### config.mk
export PLATFORM = sky130hd
export DESIGN_NAME = io_top
export DESIGN_NICKNAME = d
export VERILOG_FILES = /design/src/rtl/uart_pkg.sv /design/src/rtl/uart_tx.sv /design/src/rtl/uart_rx.sv /design/src/rtl/uart.sv /design/src/rtl/io_interface.sv /design/src/rtl/io_top.sv
export SDC_FILE = /design/constraint.sdc
export NUM_CORES = 1
export LEC_CHECK = 0
export BUFFER_PORTS_ARGS = -buffer_cell sky130_fd_sc_hd__buf_2
export CORE_MARGIN = 3
export CORE_UTILIZATION = 49
export CTS_CLUSTER_DIAMETER = 120
export DETAILED_ROUTE_END_ITERATION = 7
export PLACE_DENSITY = 0.92
export SETUP_SLACK_MARGIN = 0.3
export SLEW_MARGIN = 20
export SYNTH_ARGS = -nofsm -noshare
export SYNTH_HDL_FRONTEND = slang
export SYNTH_SLANG_ARGS = --single-unit
### constraint.sdc
create_clock -name clock -period 2.5 [get_ports clock]
set_clock_uncertainty 0.2 [all_clocks]
set_input_delay 0.375 -clock clock [delete_from_list [all_inputs] [get_ports clock]]
set_output_delay 0.375 -clock clock [all_outputs]
set_load 0.005 [all_outputs]
### src/rtl/uart_pkg.sv
// Shared types, register map and frame states for the memory-mapped UART peripheral
package uart_pkg;

    // ----------------------------------------------------------------------
    // Data types
    // ----------------------------------------------------------------------

    // Processor data or address word
    typedef logic [31:0] io_word_t;

    // Serial payload
    typedef logic [7:0] uart_byte_t;

    // Data bits per 8N1 frame
    localparam int UART_DATA_BITS = 8;

    // ----------------------------------------------------------------------
    // Register map
    // ----------------------------------------------------------------------

    localparam io_word_t IO_STATUS_ADDR = 32'h8000_0000;
    localparam io_word_t IO_RX_ADDR     = 32'h8000_0004;
    localparam io_word_t IO_TX_ADDR     = 32'h8000_0008;

    // Status word bit positions
    localparam int STATUS_TX_READY_BIT = 0;
    localparam int STATUS_RX_VALID_BIT = 1;

    // ----------------------------------------------------------------------
    // Frame state machine
    // ----------------------------------------------------------------------

    typedef enum logic [1:0] {
        UART_IDLE,
        UART_START,
        UART_DATA,
        UART_STOP
    } uart_state_e;

endpackage

### src/rtl/uart_tx.sv
// UART transmitter that shifts one byte out as an 8N1 frame behind a valid/ready input
module uart_tx #(
    parameter int CLKS_PER_BIT = 16
) (
    input  logic                clock,
    input  logic                rst,
    input  uart_pkg::uart_byte_t tx_data,
    input  logic                tx_valid,
    output logic                tx_ready,
    output logic                serial_out
);

    import uart_pkg::*;

    localparam int CNT_W = $clog2(CLKS_PER_BIT + 1);

    uart_state_e state;
    logic [CNT_W-1:0] bit_count;
    logic [2:0] bit_index;
    uart_byte_t shift_reg;
    logic bit_done;

    // Last clock of the current serial bit
    assign bit_done = (bit_count == CNT_W'(CLKS_PER_BIT - 1));

    // Busy from acceptance until the stop bit has been held in full
    assign tx_ready = (state == UART_IDLE);

    // ----------------------------------------------------------------------
    // Frame control
    // ----------------------------------------------------------------------

    always_ff @(posedge clock)
    begin
        if (rst)
        begin
            state      <= UART_IDLE;
            bit_count  <= '0;
            bit_index  <= '0;
            serial_out <= 1'b1;
        end
        else
        begin
            bit_count <= bit_done ? '0 : bit_count + 1'b1;
            case (state)
                UART_IDLE:
                begin
                    bit_count <= '0;
                    if (tx_valid)
                    begin
                        state      <= UART_START;
                        serial_out <= 1'b0;
                    end
                end
                UART_START:
                begin
                    if (bit_done)
                    begin
                        state      <= UART_DATA;
                        bit_index  <= '0;
                        serial_out <= shift_reg[0];
                    end
                end
                UART_DATA:
                begin
                    if (bit_done)
                    begin
                        if (bit_index == 3'(UART_DATA_BITS - 1))
                        begin
                            state      <= UART_STOP;
                            serial_out <= 1'b1;
                        end
                        else
                        begin
                            bit_index  <= bit_index + 1'b1;
                            // Next bit is already one place down after the shift
                            serial_out <= shift_reg[1];
                        end
                    end
                end
                default:
                begin
                    if (bit_done)
                    begin
                        state <= UART_IDLE;
                    end
                end
            endcase
        end
    end

    // LSB first
    always_ff @(posedge clock)
    begin
        if (state == UART_IDLE && tx_valid)
        begin
            shift_reg <= tx_data;
        end
        else if (state == UART_DATA && bit_done)
        begin
            shift_reg <= {1'b0, shift_reg[7:1]};
        end
    end

endmodule

### src/rtl/uart_rx.sv
// UART receiver that synchronizes the line, samples 8N1 frames at mid-bit and strobes out bytes
module uart_rx #(
    parameter int CLKS_PER_BIT = 16
) (
    input  logic                 clock,
    input  logic                 rst,
    input  logic                 serial_in,
    output uart_pkg::uart_byte_t rx_byte,
    output logic                 rx_strobe
);

    import uart_pkg::*;

    localparam int CNT_W    = $clog2(CLKS_PER_BIT + 1);
    localparam int HALF_BIT = CLKS_PER_BIT / 2;

    logic sync_0;
    logic sync_1;
    uart_state_e state;
    logic [CNT_W-1:0] bit_count;
    logic [2:0] bit_index;
    uart_byte_t shift_reg;
    logic bit_done;
    logic half_done;

    assign bit_done  = (bit_count == CNT_W'(CLKS_PER_BIT - 1));
    assign half_done = (bit_count == CNT_W'(HALF_BIT - 1));
    assign rx_byte   = shift_reg;

    // ----------------------------------------------------------------------
    // Line synchronizer
    // ----------------------------------------------------------------------

    // Idles high so a reset does not look like a start edge
    always_ff @(posedge clock)
    begin
        if (rst)
        begin
            sync_0 <= 1'b1;
            sync_1 <= 1'b1;
        end
        else
        begin
            sync_0 <= serial_in;
            sync_1 <= sync_0;
        end
    end

    // ----------------------------------------------------------------------
    // Frame control
    // ----------------------------------------------------------------------

    always_ff @(posedge clock)
    begin
        if (rst)
        begin
            state     <= UART_IDLE;
            bit_count <= '0;
            bit_index <= '0;
            rx_strobe <= 1'b0;
        end
        else
        begin
            rx_strobe <= 1'b0;
            bit_count <= bit_done ? '0 : bit_count + 1'b1;
            case (state)
                UART_IDLE:
                begin
                    bit_count <= '0;
                    if (!sync_1)
                    begin
                        state <= UART_START;
                    end
                end
                UART_START:
                begin
                    // Half a bit in, the line must still be low
                    if (half_done)
                    begin
                        bit_count <= '0;
                        bit_index <= '0;
                        state     <= sync_1 ? UART_IDLE : UART_DATA;
                    end
                end
                UART_DATA:
                begin
                    if (bit_done)
                    begin
                        if (bit_index == 3'(UART_DATA_BITS - 1))
                        begin
                            state <= UART_STOP;
                        end
                        bit_index <= bit_index + 1'b1;
                    end
                end
                default:
                begin
                    if (bit_done)
                    begin
                        state <= UART_IDLE;
                        // A low stop bit is a framing error
                        rx_strobe <= sync_1;
                    end
                end
            endcase
        end
    end

    // Data bits arrive LSB first
    always_ff @(posedge clock)
    begin
        if (state == UART_DATA && bit_done)
        begin
            shift_reg <= {sync_1, shift_reg[7:1]};
        end
    end

endmodule

### src/rtl/uart.sv
// UART core with a one-byte receive holding buffer around the transmitter and receiver
module uart #(
    parameter int CLKS_PER_BIT = 16
) (
    input  logic                 clock,
    input  logic                 rst,
    input  uart_pkg::uart_byte_t tx_data,
    input  logic                 tx_valid,
    output logic                 tx_ready,
    output uart_pkg::uart_byte_t rx_data,
    output logic                 rx_valid,
    input  logic                 rx_ready,
    input  logic                 serial_in,
    output logic                 serial_out
);

    import uart_pkg::*;

    uart_byte_t rx_byte;
    logic rx_strobe;
    uart_byte_t rx_hold;
    logic rx_full;

    uart_tx #(
        .CLKS_PER_BIT(CLKS_PER_BIT)
    ) i_uart_tx (
        .clock     (clock),
        .rst       (rst),
        .tx_data   (tx_data),
        .tx_valid  (tx_valid),
        .tx_ready  (tx_ready),
        .serial_out(serial_out)
    );

    uart_rx #(
        .CLKS_PER_BIT(CLKS_PER_BIT)
    ) i_uart_rx (
        .clock    (clock),
        .rst      (rst),
        .serial_in(serial_in),
        .rx_byte  (rx_byte),
        .rx_strobe(rx_strobe)
    );

    // ----------------------------------------------------------------------
    // Receive holding buffer
    // ----------------------------------------------------------------------

    // Drop-new on overrun keeps the held byte until it is read
    always_ff @(posedge clock)
    begin
        if (rst)
        begin
            rx_full <= 1'b0;
        end
        else if (rx_full && rx_ready)
        begin
            rx_full <= 1'b0;
        end
        else if (rx_strobe)
        begin
            rx_full <= 1'b1;
        end
    end

    always_ff @(posedge clock)
    begin
        if (rx_strobe && !rx_full)
        begin
            rx_hold <= rx_byte;
        end
    end

    assign rx_valid = rx_full;
    assign rx_data  = rx_hold;

endmodule

### src/rtl/io_interface.sv
// Processor I/O decoder that maps loads and stores onto the UART registers
module io_interface #(
    parameter int CLKS_PER_BIT = 16
) (
    input  logic               clock,
    input  logic               rst,
    input  uart_pkg::io_word_t addr,
    input  uart_pkg::io_word_t wdata,
    input  logic [3:0]         write_mask,
    input  logic               read_en,
    output uart_pkg::io_word_t rdata,
    input  logic               serial_in,
    output logic               serial_out
);

    import uart_pkg::*;

    uart_byte_t tx_data;
    logic tx_valid;
    logic tx_ready;
    uart_byte_t rx_data;
    logic rx_valid;
    logic rx_ready;
    logic store;
    logic load;

    uart #(
        .CLKS_PER_BIT(CLKS_PER_BIT)
    ) i_uart (
        .clock     (clock),
        .rst       (rst),
        .tx_data   (tx_data),
        .tx_valid  (tx_valid),
        .tx_ready  (tx_ready),
        .rx_data   (rx_data),
        .rx_valid  (rx_valid),
        .rx_ready  (rx_ready),
        .serial_in (serial_in),
        .serial_out(serial_out)
    );

    // ----------------------------------------------------------------------
    // Address decode
    // ----------------------------------------------------------------------

    // Only byte lane 0 matters for the transmit register
    assign store = write_mask[0];
    assign load  = read_en;

    // The UART drops the byte itself if the transmitter is busy
    assign tx_valid = store && (addr == IO_TX_ADDR);
    assign tx_data  = wdata[7:0];

    // Reading the receive register consumes the held byte
    assign rx_ready = load && (addr == IO_RX_ADDR);

    // ----------------------------------------------------------------------
    // Read data
    // ----------------------------------------------------------------------

    always_comb
    begin
        rdata = '0;
        if (load)
        begin
            case (addr)
                IO_STATUS_ADDR:
                begin
                    rdata[STATUS_TX_READY_BIT] = tx_ready;
                    rdata[STATUS_RX_VALID_BIT] = rx_valid;
                end
                IO_RX_ADDR:
                begin
                    rdata = {24'b0, rx_data};
                end
                default:
                begin
                    rdata = '0;
                end
            endcase
        end
    end

endmodule

### src/rtl/io_top.sv
// Top level of the serial I/O peripheral joining the processor port and the UART pins
module io_top #(
    parameter int CLKS_PER_BIT = 16
) (
    input  logic               clock,
    input  logic               rst,
    input  uart_pkg::io_word_t addr,
    input  uart_pkg::io_word_t wdata,
    input  logic [3:0]         write_mask,
    input  logic               read_en,
    output uart_pkg::io_word_t rdata,
    input  logic               serial_in,
    output logic               serial_out
);

    // ----------------------------------------------------------------------
    // I/O decoder with the UART below it
    // ----------------------------------------------------------------------

    io_interface #(
        .CLKS_PER_BIT(CLKS_PER_BIT)
    ) i_io_interface (
        .clock     (clock),
        .rst       (rst),
        .addr      (addr),
        .wdata     (wdata),
        .write_mask(write_mask),
        .read_en   (read_en),
        .rdata     (rdata),
        .serial_in (serial_in),
        .serial_out(serial_out)
    );

endmodule

==> metrics.csv <==
metric,value,unit
status,"complete, no violations",
final_common_cell,buf_2,
wl_per_cell,13.8,um
cts-htree-levels,2,
ys_seq_elements,49,
port_buffers,53,
hold_path.class,in -> reg,
area_growth,21.7,%
drtPass1Iterations,5,
final_layout_size_suffix_gt1_frac,0.313,
rsz0062_at_grt,yes,
setup_viol,0,
slew-limit-headroom,0.510,
worst_setup_path_end_kind,output port,
drt_drc_violations_left,0,
initial_core_util,0.517,
fp.dieH,80.1,um
cts_made_buffers,5,
start_kind,input pin,
hold_viol,0,
whs_path_depth,2,
grt.overflow.total,0,
post-route-util,0.629,
yosys.area.top_type_share,0.268,
antenna_found_initial,0,
drv_slew,0,
period_needed,2.26,ns
ios,105,
track_usage,0.168,
synth.distinct_cells,52,
fin_crit_sh,0.904,
critPathMaxFanout,7,
grt_pass1_vias,2032,
synth_ff_type,dfxtp_1,
synth-seq-area-share,0.454,
die_w,80.1,um
grt_max_degree,22,
via_per_inst,5.21,
path_clk_slew,0.09,ns
synth_top_cell_by_area,edfxtp_1,
vias,2027,
die_area,6420,um2
fmax,0.443,GHz
ctsHoldBuffers,0,
ff2ff_path_depth,6,
clock-sinks,49,
root_buffer,clkbuf_8,
ant_nets,0,
vdd_ir_drop_max,264,uV
gp_congestion,0.843,
netlist_top_cells_area,"edfxtp_1 (27%), dfxtp_1 (19%), buf_4 (6.7%)",
postSynth.asyncResetShare,0,
antenna_cells,0,
ys_warn_count,0,
grt_pass1_wl,8600,um
synth-edff-count,24,
drv_cap,0,
core,5200,um2
fin_nets,404,
syn_area,2690,um2
finalSetupTns,0,ns
place_hpwl,3850,um
power_density,540,nW/um2
rows,26,
wl,5380,um
clk_path_buf_depth,2,
drtIter0Drc,127,
p_leak,1.35,nW
worstPathArrival,1.68,ns
cp_data_required_time,1.92,ns
path_class,in -> out,
clk_latency,0.30,ns
final_cell_mix,"buf_2 (41), dfxtp_1 (25), conb_1 (24), edfxtp_1 (24), nor2_1 (21)",
syn_inst,257,
worst_slew_pin_slew,0.734,ns
postSynthAreaPerCell,10.5,um2
cts_tree,built,
## report_power, final
group / total (mW) / internal [mW] / switching [mW]
Combinational: 0.233 / 0.0963 / 0.137
Sequential: 0.861 / 0.848 / 0.0134
Clock: 0.672 / 0.403 / 0.269
Total: 1.77 / 1.35 / 0.420
## cell families after synthesis
| kind of cell | count (synthesis) | synth area share |
|---|---|---|
| flops | 49 | 0.454 |
| xor+xnor | 4 | 0.0130 |
| simple gates | 95 | 0.231 |
| buf+inv | 45 | 0.0972 |
| other cells | 1 | 0.00139 |
| mux | 10 | 0.0502 |
| compound gates | 39 | 0.0883 |
| fa+ha+maj | 14 | 0.0651 |
## cell type report
| class | instances | area (um2) |
|---|---|---|
| clock buffer | 5 | 68.8 |
| clock inverter | 3 | 68.8 |
| fill | 409 | 1930 |
| inverter | 15 | 56.3 |
| multi-input combinational | 186 | 1370 |
| sequential | 49 | 1220 |
| tap | 70 | 87.6 |
| timing repair buffer | 61 | 404 |
## per-layer routing
| layer | vias to the layer above | track usage | wire length (um) |
|---|---|---|---|
| li1 | 992 | - | - |
| met1 | 972 | 0.183 | 2100 |
| met2 | 51 | 0.303 | 2940 |
| met3 | 12 | 0.0437 | 232 |
| met4 | 0 | 0.0777 | 103 |
| met5 | - | 0 | 0 |
## Yosys cell counts (7+ instances only)
master,count
a21oi_1,11
and2_1,8
buf_4,24
dfxtp_1,25
edfxtp_1,24
ha_1,14
inv_1,15
mux2_4,7
nand2_1,14
nor2_1,23
o21ai_0,9
## path summary, 6_finish.rpt
| check | start | end | slack (ns) |
|---|---|---|---|
| worst min-delay path | serial_in | i_io_interface.i_uart.i_uart_rx.sync_0 | 0.05 |
| worst max register to register | i_io_interface.i_uart.i_uart_rx.bit_count[0] | i_io_interface.i_uart.i_uart_rx.bit_index[0] | 0.51 |
| worst min register to register | i_io_interface.i_uart.i_uart_rx.sync_0 | i_io_interface.i_uart.i_uart_rx.sync_1 | 0.22 |
| worst max-delay path | addr[25] | rdata[5] | 0.24 |
## repair_timing
item                       4_1_cts  5_1_grt
hold endpoints to repair         0        0
buffers inserted                 4        3
gates resized for setup         27        6
pin swaps                       19        5
setup endpoints to repair        8       22
## through the flow
step	area (um2)	setup WS, ns	hold WS (ns)	cells	power (mW)
6_report	3270	0.241	0.0468	389	1.77
2_1_floorplan	2780	0.472	0.189	280	1.04
5_1_grt	3270	0.151	0.0443	389	1.85
3_5_place_dp	2930	0.0698	0.201	374	1.09
4_1_cts	3230	0.245	0.0390	386	1.77
3_3_place_gp	2930	0.131	0.192	374	1.08
## worst max-delay path: stages
cell and delay (ns):
buf_8 0.10, nor4_4 0.31, nand4_1 0.20, nor4_2 0.28
buf_4 0.18, and2_4 0.14, buf_6 0.09
Power figures use the tool's default switching activity.
